## config.mk

```make
export PLATFORM = sky130hd
export DESIGN_NAME = tlb_top
export DESIGN_NICKNAME = d
export VERILOG_FILES = /design/src/hdl/tlb_pkg.sv /design/src/hdl/tlb_entry_array.sv /design/src/hdl/tlb_lookup_port.sv /design/src/hdl/tlb_match.sv /design/src/hdl/tlb_top.sv
export SDC_FILE = /design/constraint.sdc
export NUM_CORES = 2
export LEC_CHECK = 0
export BUFFER_PORTS_ARGS = -buffer_cell sky130_fd_sc_hd__buf_4
export CAP_MARGIN = 20
export CELL_PAD_IN_SITES_DETAIL_PLACEMENT = 1
export CELL_PAD_IN_SITES_GLOBAL_PLACEMENT = 1
export CORE_UTILIZATION = 47
export DETAILED_ROUTE_END_ITERATION = 8
export PLACE_DENSITY = 0.78
export RECOVER_POWER = 25
export SLEW_MARGIN = 20
export SYNTH_ARGS = -nofsm -noshare
export SYNTH_HDL_FRONTEND = slang
export SYNTH_SLANG_ARGS = --single-unit
```

## constraint.sdc

```tcl
create_clock -name clk -period 5.15 [get_ports clk]
set_input_delay 0.2575 -clock clk [delete_from_list [all_inputs] [get_ports clk]]
set_output_delay 0.2575 -clock clk [all_outputs]
set_load 0.03 [all_outputs]
```

## src/hdl/tlb_pkg.sv

```systemverilog
package tlb_pkg;

    localparam int vpn2_w = 19;
    localparam int asid_w = 10;
    localparam int pfn_w  = 20;
    localparam int exc_w  = 7;

    // legal page size codes in the ps field
    localparam logic [5:0] ps_4k = 6'd12;
    localparam logic [5:0] ps_2m = 6'd21;

    localparam logic [1:0] mem_fetch = 2'd0;
    localparam logic [1:0] mem_load  = 2'd1;
    localparam logic [1:0] mem_store = 2'd2;

    localparam logic [1:0] ad_direct = 2'd0;
    localparam logic [1:0] ad_mapped = 2'd1;

    // bit positions in the exception vector
    localparam int exc_refill = 0;
    localparam int exc_pif    = 1;
    localparam int exc_pil    = 2;
    localparam int exc_pis    = 3;
    localparam int exc_ppi    = 4;
    localparam int exc_pme    = 5;
    localparam int exc_adem   = 6;

    // invtlb op codes
    localparam logic [2:0] inv_all0        = 3'd0;
    localparam logic [2:0] inv_all1        = 3'd1;
    localparam logic [2:0] inv_glb         = 3'd2;
    localparam logic [2:0] inv_nglb        = 3'd3;
    localparam logic [2:0] inv_asid        = 3'd4;
    localparam logic [2:0] inv_asid_va     = 3'd5;
    localparam logic [2:0] inv_glb_asid_va = 3'd6;

    typedef struct packed {
        logic              e;
        logic [vpn2_w-1:0] vpn2;
        logic [asid_w-1:0] asid;
        logic [5:0]        ps;
        logic              g;
        logic [pfn_w-1:0]  pfn0;
        logic [1:0]        mat0;
        logic [1:0]        plv0;
        logic              d0;
        logic              v0;
        logic [pfn_w-1:0]  pfn1;
        logic [1:0]        mat1;
        logic [1:0]        plv1;
        logic              d1;
        logic              v1;
    } tlb_entry_t;

endpackage

```

## src/hdl/tlb_entry_array.sv

```systemverilog
`timescale 1ns/1ps

module tlb_entry_array #(
    parameter int tlb_num = 16,
    localparam int idx_w = $clog2(tlb_num)
) (
    input  logic                               clk,
    input  logic                               rst,

    input  logic                               we,
    input  logic                               fill_mode,
    input  logic [idx_w-1:0]                   w_index,
    input  logic [idx_w-1:0]                   f_index,
    input  tlb_pkg::tlb_entry_t                w_entry,

    input  logic [idx_w-1:0]                   r_index,
    output tlb_pkg::tlb_entry_t                r_entry,

    input  logic                               clear_en,
    input  logic [2:0]                         clear_mem,
    input  logic [tlb_pkg::asid_w-1:0]         clear_asid,
    input  logic [31:0]                        clear_vaddr,

    output tlb_pkg::tlb_entry_t [tlb_num-1:0]  entries
);

    // valid bits kept apart from the entry bodies
    logic [tlb_num-1:0]  e_bits;
    tlb_pkg::tlb_entry_t body [tlb_num];

    logic [idx_w-1:0]    wi;
    logic [tlb_num-1:0]  clr_vec;

    assign wi = fill_mode ? f_index : w_index;

    // qualify each entry for the requested invtlb op
    always_comb begin
        logic asid_eq;
        logic va_eq;
        logic g;
        for (int i = 0; i < tlb_num; i++) begin
            g       = body[i].g;
            asid_eq = (body[i].asid == clear_asid);
            va_eq   = 1'b0;
            if (body[i].ps == tlb_pkg::ps_4k) begin
                va_eq = (body[i].vpn2 == clear_vaddr[31:13]);
            end else if (body[i].ps == tlb_pkg::ps_2m) begin
                va_eq = (body[i].vpn2[18:9] == clear_vaddr[31:22]);
            end
            case (clear_mem)
                tlb_pkg::inv_all0,
                tlb_pkg::inv_all1:        clr_vec[i] = 1'b1;
                tlb_pkg::inv_glb:         clr_vec[i] = g;
                tlb_pkg::inv_nglb:        clr_vec[i] = !g;
                tlb_pkg::inv_asid:        clr_vec[i] = !g && asid_eq;
                tlb_pkg::inv_asid_va:     clr_vec[i] = !g && asid_eq && va_eq;
                tlb_pkg::inv_glb_asid_va: clr_vec[i] = (g || asid_eq) && va_eq;
                default:                  clr_vec[i] = 1'b0;
            endcase
        end
    end

    // write comes last so it wins over a clear at its index
    always_ff @(posedge clk) begin
        if (rst) begin
            e_bits <= '0;
        end else begin
            if (clear_en) begin
                e_bits <= e_bits & ~clr_vec;
            end
            if (we) begin
                e_bits[wi] <= w_entry.e;
            end
        end
    end

    always_ff @(posedge clk) begin
        if (we) begin
            body[wi] <= w_entry;
        end
    end

    always_comb begin
        for (int i = 0; i < tlb_num; i++) begin
            entries[i]   = body[i];
            entries[i].e = e_bits[i];
        end
    end

    assign r_entry = entries[r_index];

endmodule

```

## src/hdl/tlb_lookup_port.sv

```systemverilog
`timescale 1ns/1ps

module tlb_lookup_port #(
    parameter int tlb_num = 16,
    localparam int idx_w = $clog2(tlb_num)
) (
    input  logic                              clk,
    input  logic                              rst,
    input  logic                              en,
    input  logic [1:0]                        ad_mode,
    input  logic [31:0]                       vaddr,
    input  logic [tlb_pkg::asid_w-1:0]        asid,
    input  logic [1:0]                        plv,
    input  logic [1:0]                        mem_type,
    input  tlb_pkg::tlb_entry_t [tlb_num-1:0] entries,
    output logic [31:0]                       paddr,
    output logic [tlb_pkg::exc_w-1:0]         exception
);

    logic [1:0]                 mode_q;
    logic [31:0]                vaddr_q;
    logic [tlb_pkg::asid_w-1:0] asid_q;
    logic [1:0]                 plv_q;
    logic [1:0]                 type_q;

    logic                       hit;
    logic [idx_w-1:0]           hit_index;
    tlb_pkg::tlb_entry_t        sel;
    logic                       is_2m;
    logic                       odd;
    logic [tlb_pkg::pfn_w-1:0]  page_pfn;
    logic [1:0]                 page_plv;
    logic                       page_d;
    logic                       page_v;

    // request register holds its value while idle
    always_ff @(posedge clk) begin
        if (rst) begin
            mode_q  <= tlb_pkg::ad_direct;
            vaddr_q <= '0;
            asid_q  <= '0;
            plv_q   <= '0;
            type_q  <= '0;
        end else if (en) begin
            mode_q  <= ad_mode;
            vaddr_q <= vaddr;
            asid_q  <= asid;
            plv_q   <= plv;
            type_q  <= mem_type;
        end
    end

    tlb_match #(
        .tlb_num   (tlb_num)
    ) u_match (
        .entries   (entries),
        .vaddr_hi  (vaddr_q[31:12]),
        .asid      (asid_q),
        .hit_vec   (),
        .hit       (hit),
        .hit_index (hit_index)
    );

    assign sel   = entries[hit_index];
    assign is_2m = (sel.ps == tlb_pkg::ps_2m);
    assign odd   = is_2m ? vaddr_q[21] : vaddr_q[12];

    // even or odd half of the pair
    assign page_pfn = odd ? sel.pfn1 : sel.pfn0;
    assign page_plv = odd ? sel.plv1 : sel.plv0;
    assign page_d   = odd ? sel.d1   : sel.d0;
    assign page_v   = odd ? sel.v1   : sel.v0;

    always_comb begin
        paddr     = vaddr_q;
        exception = '0;
        if (mode_q == tlb_pkg::ad_mapped) begin
            paddr = is_2m ? {page_pfn[19:9], vaddr_q[20:0]}
                          : {page_pfn, vaddr_q[11:0]};
            if (plv_q == 2'd3 && vaddr_q[31]) begin
                exception[tlb_pkg::exc_adem] = 1'b1;
            end else if (!hit) begin
                exception[tlb_pkg::exc_refill] = 1'b1;
            end else if (!page_v) begin
                case (type_q)
                    tlb_pkg::mem_fetch: exception[tlb_pkg::exc_pif] = 1'b1;
                    tlb_pkg::mem_load:  exception[tlb_pkg::exc_pil] = 1'b1;
                    tlb_pkg::mem_store: exception[tlb_pkg::exc_pis] = 1'b1;
                    default: ;
                endcase
            end else if (plv_q > page_plv) begin
                exception[tlb_pkg::exc_ppi] = 1'b1;
            end else if (type_q == tlb_pkg::mem_store && !page_d) begin
                exception[tlb_pkg::exc_pme] = 1'b1;
            end
        end
    end

endmodule

```

## src/hdl/tlb_match.sv

```systemverilog
`timescale 1ns/1ps

module tlb_match #(
    parameter int tlb_num = 16,
    localparam int idx_w = $clog2(tlb_num)
) (
    input  tlb_pkg::tlb_entry_t [tlb_num-1:0] entries,
    input  logic [19:0]                       vaddr_hi,
    input  logic [tlb_pkg::asid_w-1:0]        asid,
    output logic [tlb_num-1:0]                hit_vec,
    output logic                              hit,
    output logic [idx_w-1:0]                  hit_index
);

    // vaddr_hi is vaddr[31:12]
    always_comb begin
        logic vpn_eq;
        for (int i = 0; i < tlb_num; i++) begin
            vpn_eq = 1'b0;
            if (entries[i].ps == tlb_pkg::ps_4k) begin
                vpn_eq = (entries[i].vpn2 == vaddr_hi[19:1]);
            end else if (entries[i].ps == tlb_pkg::ps_2m) begin
                vpn_eq = (entries[i].vpn2[18:9] == vaddr_hi[19:10]);
            end
            hit_vec[i] = entries[i].e && vpn_eq
                         && (entries[i].g || entries[i].asid == asid);
        end
    end

    assign hit = |hit_vec;

    // scan downward so the lowest hit is kept
    always_comb begin
        hit_index = '0;
        for (int i = tlb_num - 1; i >= 0; i--) begin
            if (hit_vec[i]) begin
                hit_index = idx_w'(i);
            end
        end
    end

endmodule

```

## src/hdl/tlb_top.sv

```systemverilog
`timescale 1ns/1ps

module tlb_top #(
    parameter int tlb_num = 16,
    localparam int idx_w = $clog2(tlb_num)
) (
    input  logic                        clk,
    input  logic                        rst,
    input  logic [1:0]                  ad_mode,

    // fetch port
    input  logic [31:0]                 s0_vaddr,
    input  logic [tlb_pkg::asid_w-1:0]  s0_asid,
    input  logic [1:0]                  s0_plv,
    input  logic [1:0]                  s0_mem_type,
    input  logic                        s0_en,
    output logic [31:0]                 s0_paddr,
    output logic [tlb_pkg::exc_w-1:0]   s0_exception,

    // data port
    input  logic [31:0]                 s1_vaddr,
    input  logic [tlb_pkg::asid_w-1:0]  s1_asid,
    input  logic [1:0]                  s1_plv,
    input  logic [1:0]                  s1_mem_type,
    input  logic                        s1_en,
    output logic [31:0]                 s1_paddr,
    output logic [tlb_pkg::exc_w-1:0]   s1_exception,

    input  logic                        we,
    input  logic                        fill_mode,
    input  logic [idx_w-1:0]            w_index,
    input  logic [idx_w-1:0]            f_index,
    input  tlb_pkg::tlb_entry_t         w_entry,

    input  logic [idx_w-1:0]            r_index,
    output tlb_pkg::tlb_entry_t         r_entry,

    input  logic                        check_mode,
    input  logic [tlb_pkg::vpn2_w-1:0]  s_vpn2,
    input  logic [tlb_pkg::asid_w-1:0]  s_asid,
    output logic [idx_w-1:0]            s_index,
    output logic                        rs_e,

    input  logic                        clear_en,
    input  logic [2:0]                  clear_mem,
    input  logic [tlb_pkg::asid_w-1:0]  clear_asid,
    input  logic [31:0]                 clear_vaddr
);

    tlb_pkg::tlb_entry_t [tlb_num-1:0] entries;
    logic                              s_e;

    tlb_entry_array #(.tlb_num(tlb_num)) u_array (
        .clk         (clk),
        .rst         (rst),
        .we          (we),
        .fill_mode   (fill_mode),
        .w_index     (w_index),
        .f_index     (f_index),
        .w_entry     (w_entry),
        .r_index     (r_index),
        .r_entry     (r_entry),
        .clear_en    (clear_en),
        .clear_mem   (clear_mem),
        .clear_asid  (clear_asid),
        .clear_vaddr (clear_vaddr),
        .entries     (entries)
    );

    tlb_lookup_port #(.tlb_num(tlb_num)) u_port0 (
        .clk       (clk),
        .rst       (rst),
        .en        (s0_en),
        .ad_mode   (ad_mode),
        .vaddr     (s0_vaddr),
        .asid      (s0_asid),
        .plv       (s0_plv),
        .mem_type  (s0_mem_type),
        .entries   (entries),
        .paddr     (s0_paddr),
        .exception (s0_exception)
    );

    tlb_lookup_port #(.tlb_num(tlb_num)) u_port1 (
        .clk       (clk),
        .rst       (rst),
        .en        (s1_en),
        .ad_mode   (ad_mode),
        .vaddr     (s1_vaddr),
        .asid      (s1_asid),
        .plv       (s1_plv),
        .mem_type  (s1_mem_type),
        .entries   (entries),
        .paddr     (s1_paddr),
        .exception (s1_exception)
    );

    // search key sits at vaddr[31:13] and bit 12 is a don't care
    tlb_match #(.tlb_num(tlb_num)) u_search (
        .entries   (entries),
        .vaddr_hi  ({s_vpn2, 1'b0}),
        .asid      (s_asid),
        .hit_vec   (),
        .hit       (s_e),
        .hit_index (s_index)
    );

    assign rs_e = check_mode ? s_e : r_entry.e;

endmodule
```

### Yosys cells after proc, flatten, opt, wreduce, memory -nomap -nowiden

Memories as Yosys holds them, arrays and structs flattened.
Cells that the tools add are included.

* flip-flop bits (word level): 112
* bits in writable memories: 1424
* output and inout port bits: 172
* memories kept: 1

* order comparisons: 7
* equal/unequal tests: 240
* muxes and demuxes: 248
* bitwise logic cells: 2
* reduce and logical (&&, ||, !) cells: 238

Memory list
* u_array.body: depth 16, width 89, read ports 16, clocked after Yosys merged registers in 0, wr ports 1, line tlb_entry_array.sv:29 `tlb_pkg::tlb_entry_t body [tlb_num];`

Operator list (count)
* $eq A10 B10 Y1: 128
* $eq A19 B19 Y1: 64
* $bmux W89 S4: 3
* $mux W4: 49
* $mux W1: 154
* $logic_and A1 B1 Y1: 149
* $mux W59: 2
* $eq A6 B5 Y1 const B: 18
* $eq A6 B4 Y1 const B: 16
* $pmux W1 S6: 16
* $mux W89: 1
* $logic_or A1 B1 Y1: 64
* $mux W32: 2
* $mux W16: 3
* $reduce_or A16 Y1: 3
* $mux W21: 2
* $mux W20: 2
* $lt A4 B5 Y1 const B: 4
* $logic_not A1 Y1: 18
* $and A16 B16 Y16: 1
* $bwmux W16: 1
* $not A16 Y16: 1
* $mux W7: 2
* $mux W6: 2
* other kinds (14): 30

### Depth between registers and ports, before layout

An unclocked memory read counts as a cell.

* depth after elaboration: 35
* depth in mapped cells: 27
* depth with buffers taken out: 20

### By module

From an unflattened synthesis, not the netlist that was laid out.

* cells, all modules: 6680
* area, all modules: 97169.4 µm²

Modules (own cells, without submodules)
* tlb_entry_array: times used 1, cells each 2978, area each 60636.9 µm², seq. area each 42600.9 µm²
* tlb_match: times used 3, cells each 804, area each 6339.8 µm², seq. area each 0.0 µm²
* tlb_lookup_port: times used 2, cells each 644, area each 8747.1 µm², seq. area each 960.9 µm²
* tlb_top: times used 1, cells each 2, area each 18.8 µm², seq. area each 0.0 µm²

### Worst setup path after synthesis

Ideal clock, no wire load.

* path type: reg2out
* start point: memory u_array.body[6][54] in the netlist's numbering
* end point: output port s0_exception[5] in the netlist's numbering
* data arrival time: 5.402 ns
* data required time: 4.893 ns
* path slack: -0.510 ns
* cell stages (with the launch flop): 21
* cells stage by stage: edfxtp_1 or3b_4 or2_4 a41oi_2 nor3_2 or4b_4 a2111oi_4 inv_2 and4_4 a2111oi_4 o211ai_2 nand2_1 mux2i_1 buf_6 mux2_4 o22ai_2 a211o_1 ha_1 nor2b_1 o21ai_0 nor4bb_1

RTL lines
* from (decl): line tlb_entry_array.sv:29
* to (decl): line tlb_top.sv:18 `output logic [tlb_pkg::exc_w-1:0] s0_exception,`

### Worst setup path in the final report

* start point: register u_port1.vaddr_q[25]
* end point: output port s1_exception[5] in the netlist's numbering

* longest elaborated chain between the ends: 34

Ends and longest elaborated chain
* from (decl): line tlb_lookup_port.sv:21 `logic [31:0] vaddr_q;`
* from (signal assigned): line tlb_lookup_port.sv:46 `vaddr_q <= vaddr;`
* $eq A10 B10 Y1: line tlb_match.sv:23 `vpn_eq = (entries[i].vpn2[18:9] == vaddr_hi[19:10]);`
* $mux W1: line tlb_match.sv:22 `end else if (entries[i].ps == tlb_pkg::ps_2m) begin`
* $mux W1: line tlb_match.sv:20 `if (entries[i].ps == tlb_pkg::ps_4k) begin`
* $logic_and A1 B1 Y1: line tlb_match.sv:25 `hit_vec[i] = entries[i].e && vpn_eq`
* $logic_and A1 B1 Y1: line tlb_match.sv:26 `&& (entries[i].g || entries[i].asid == asid);`
* $mux W4 (16 in a row): line tlb_match.sv:36 `if (hit_vec[i]) begin`
* $bmux W89 S4: line tlb_lookup_port.sv:64 `assign sel = entries[hit_index];`
* $mux W59 (not written as such): line tlb_lookup_port.sv:64
* [... 3 more ...]
* $logic_not A1 Y1: line tlb_lookup_port.sv:93 `end else if (type_q == tlb_pkg::mem_store && !page_d) begin`
* $logic_and A1 B1 Y1: line tlb_lookup_port.sv:93
* $mux W1: line tlb_lookup_port.sv:93
* $mux W1: line tlb_lookup_port.sv:91 `end else if (plv_q > page_plv) begin`
* $mux W2: line tlb_lookup_port.sv:84 `end else if (!page_v) begin`
* $mux W5 (*): line tlb_lookup_port.sv:82 `end else if (!hit) begin`
* $mux W6 (*): line tlb_lookup_port.sv:80 `if (plv_q == 2'd3 && vaddr_q[31]) begin`
* $mux W7 (*): line tlb_lookup_port.sv:77 `if (mode_q == tlb_pkg::ad_mapped) begin`
* to (decl): line tlb_top.sv:27 `output logic [tlb_pkg::exc_w-1:0] s1_exception,`

Every way passes the cells marked *; elsewhere a longest branch is shown, timed or not. The select of a mux whose other input is x is not followed.

==> out/results.tsv <==
stage	metric	value	unit
sta	Final TNS setup	-74.04	ns
synthesis	Synth Area in Compound Gates	0.0610	
route	drt first pass iters	9	
synthesis	xor and xnor area share after synthesis	0.162	
die	DIE AREA	215000	um2
run_status	failing checks	DRC, capacitance limit, slew limit, setup timing	
global_routing	first-pass GRT wire length	758000	um
sta	final hold violation count	0	
synthesis	Synth Area in Simple Gates	0.0835	
placement	placed cell count	12251	
synthesis	Adder-Cell Fraction of Synth Area	0.000499	
worst_setup_path	kind of critical path	flip-flop to primary output	
route	DR WL/cell	44.6	um
die	Initial Util	0.473	
synthesis	post-synthesis cell type count	105	
sta	Rel. slew slack	-0.234	
route	routed vias	94532	
worst_setup_path	CP arrival	7.09	ns
finish	non-filler instance count after layout	13053	
clocking	total CTS buffers	174	
power_and_ir_drop	NetSw	10.2	mW
clocking	CTS Sinks	1520	
min_path	Hold Path Origin	rst	
global_routing	pin count of the biggest net entering global routing	91	
power_and_ir_drop	worst ir drop on vdd	0.402	mV
worst_setup_path	Startpoint Class	flip-flop	
run_status	outcome	complete, but fails checks	
global_routing	gr usage total	0.502	
route	post-route ant nets	0	
die	die width	464	um
synthesis	dominant synthesized flop cell	edfxtp_1	
finish	Util after Layout	0.627	
job	max cap viols	8	
synthesis	Post-Syn Area per Cell	12.1	um2
min_path	hold crit path type	primary input to flip-flop	
route	DR iter-0 viols	15100	
clocking	CTS Root Cell	clkbuf_16	
sta	min Tclk post-route	7.35	ns
global_routing	grt ovf	0	
clocking	Clock transition at path regs	0.07	ns
power_and_ir_drop	Reg power frac	0.418	
worst_setup_path	Max FO, Critical Path	17	
power_and_ir_drop	Leak	52.9	nW
finish	Nets	10323	
power_and_ir_drop	Pwr Total	33.8	mW
sta	Tcrit/Tclk final	1.43	
finish	Area Overhead vs Synth	32.7	%
sta	Final setup viols	51	
sta	actual slew at the worst max-slew pin	1.85	ns
power_and_ir_drop	Clock power frac	0.411	
synthesis	Async S/R FF share, synth	0	
die	Top Ports	449	
worst_setup_path	WP data required	4.89	ns
power_and_ir_drop	Gate power share	0.171	
synthesis	number of synthesized flops with an enable pin	1408	
sta	Min Hold Slack	0.0273	ns
die	die height	464	um
synthesis	Synth Register Bits	1520	
finish	Final Cell Area	133000	um2
sta	clock skew	0.0736	ns
route	vias per cell	7.24	
global_routing	initial antenna violation count	59	
synthesis	Netlist Area Pre-Place	100000	um2
placement	Port Buffer Count	435	
route	DRT Wirelength	583000	um
worst_setup_path	launch point of the worst reg-to-reg path	u_array.body[2][53]$_DFFE_PP_	
worst_setup_path	CP Capture Type	primary output	
die	core area	212000	um2
placement	HPWL after DPL	352000	um
power_and_ir_drop	pwr dens	254	nW/um2
sta	count of pins over their slew limit	135	
synthesis	yosys warns	0	
finish	Filler Cell Count	20316	
synthesis	main combinational cell family by area after synthesis	multiplexers	
synthesis	sequential area share after synthesis	0.444	
worst_setup_path	Crit. Startpoint	u_port1.vaddr_q[25]$_SDFFE_PP0P_	
die	Rows	169	
power_and_ir_drop	Sw Share	0.302	
placement	Placement Cell Area	118000	um2
clocking	Clock Path Buffers	3	
placement	routability cong.	1.06	
clocking	Skew-Pair Late Insertion Delay	0.93	ns
sta	unrepaired setup endpoints after global routing	yes	
sta	Fmax achieved	136	MHz
finish	fraction of layout cells with a size suffix above 1	0.368	
synthesis	Post-Syn Instances	8313	
synthesis	mux cell area share after synthesis	0.199	
route	DRC	109	
clocking	CTS tree	built	
power_and_ir_drop	internal power	23.6	mW
synthesis	syn_nets	8594	
clocking	CTS HTree Levels	4	
placement	pre-CTS WS	-1.77	ns
global_routing	number of global-route vias before repair	94585	
sta	min setup slack post-route	-2.20	ns
[cells by family (layout without fill, tap and decap cells)]
group / count (synthesis) / after routing
AO/OA/AOI/OAI: 860 / 861
XOR/XNOR: 1857 / 1857
adder cells (fa/ha/maj): 4 / 4
buffers and inverters: 1088 / 2962
flip-flops: 1520 / 1520
multiplexers: 1418 / 1418
other: 0 / 44
AND/OR/NAND/NOR: 1566 / 1566
[power groups by stage]
stage               Combinational (mW)  Sequential, mW  Clock, mW
floorplan                         2.63            14.2          0
global placement                  4.88            14.3          0
detailed placement                4.99            14.3          0
CTS                               5.35            14.1       13.3
global route                      5.79            14.1       14.1
finish                            5.80            14.1       13.9
[final timing paths]
path | to | slack (ns) | cells past startpoint
max | s1_exception[5] | -2.20 | 23
min | u_port1.asid_q[3]$_SDFFE_PP0P_ | 0.03 | 2
max reg2reg | u_array.e_bits[2]$_SDFF_PP0_ | 0.82 | 13
min reg2reg | u_port0.vaddr_q[4]$_SDFFE_PP0P_ | 0.52 | 2
[Yosys cell counts (all sizes together), types with 74 or more instances]
| library cell | number | area, um2 |
|---|---|---|
| buf | 474 | 2560 |
| mux2 | 81 | 923 |
| xnor2 | 456 | 3990 |
| o21ai | 147 | 739 |
| mux2i | 884 | 8850 |
| nor4 | 388 | 2440 |
| mux4 | 453 | 10200 |
| nor2 | 308 | 1160 |
| nand2 | 272 | 1020 |
| edfxtp | 1408 | 42300 |
| xor2 | 1401 | 12300 |
| nand4 | 126 | 788 |
| a21oi | 184 | 928 |
| dfxtp | 112 | 2240 |
| clkbuf | 573 | 2220 |
| a41oi | 74 | 678 |
| nor3 | 145 | 752 |
| a211oi | 192 | 1500 |
| nor2b | 96 | 601 |
[layout by cell type (no fill, tap or decap), types with 124 or more instances in the layout]
master and count:
dlygate4sd3_1 219, xor2_1 1387, buf_4 1922, clkbuf_16 185, buf_6 140, edfxtp_1 1408, nand4_1 126, mux4_2 453
xnor2_1 455, nor4_1 323, a21oi_1 124, mux2i_1 851, nor2_1 277, nand2_1 262, buf_12 187
[flip-flops by register name, indices dropped and copies added, names as in the netlist]
signal,count
u_array.body,1408
u_port0.vaddr_q,32
u_port1.vaddr_q,32
u_array.e_bits,16
u_port0.asid_q,10
u_port1.asid_q,10
u_port0.mode_q,2
u_port0.plv_q,2
u_port0.type_q,2
u_port1.mode_q,2
u_port1.plv_q,2
u_port1.type_q,2
[repair_timing]
action                                 4_1_cts  5_1_grt
endpoints found under the hold margin     1520        0
pin swaps                                  151      141
gates resized for setup                    676      324
setup endpoints to repair                   54       52
hold buffers                               219        0
buffers inserted                            95      116
cloned                                      31        8
[layout make-up]
cell class | count | area, um2 | share of cell area
multi-input combinational | 5706 | 54700 | 0.411
tap | 2821 | 3530 | 0.0265
clock buffer | 208 | 4630 | 0.0348
sequential | 1520 | 44500 | 0.335
clock inverter | 114 | 1390 | 0.0104
inverter | 41 | 154 | 0.00116
antenna | 44 | 110 | 0.000828
timing repair buffer | 2599 | 24000 | 0.180
[worst max-delay path, cell delays in order, from the launching register on]
cell and delay, ns:
dfxtp_1 0.49, buf_6 0.23, xor2_2 0.11, nor4_2 0.33
buf_4 0.16, nand4_1 0.31, nor3_2 0.35, o211ai_1 0.23
a311oi_4 0.36, o21a_4 0.26, buf_12 0.16, buf_12 0.13
buf_6 0.11, buf_12 0.16, buf_16 0.21, nor2b_1 0.10
a211oi_1 0.90, a211oi_1 0.35, a211oi_1 0.38, buf_4 0.17
o21ba_2 0.16, nand2_1 0.10, a21oi_2 0.15, buf_6 0.19
[per-layer routing]
layer,share of wire,wire length [um],global-route usage
met1,0.31,183000,0.568
met2,0.42,244000,0.749
met3,0.13,78600,0.145
met4,0.13,76500,0.500
met5,0.00033,195,0
(Power assumes the default switching activity.)
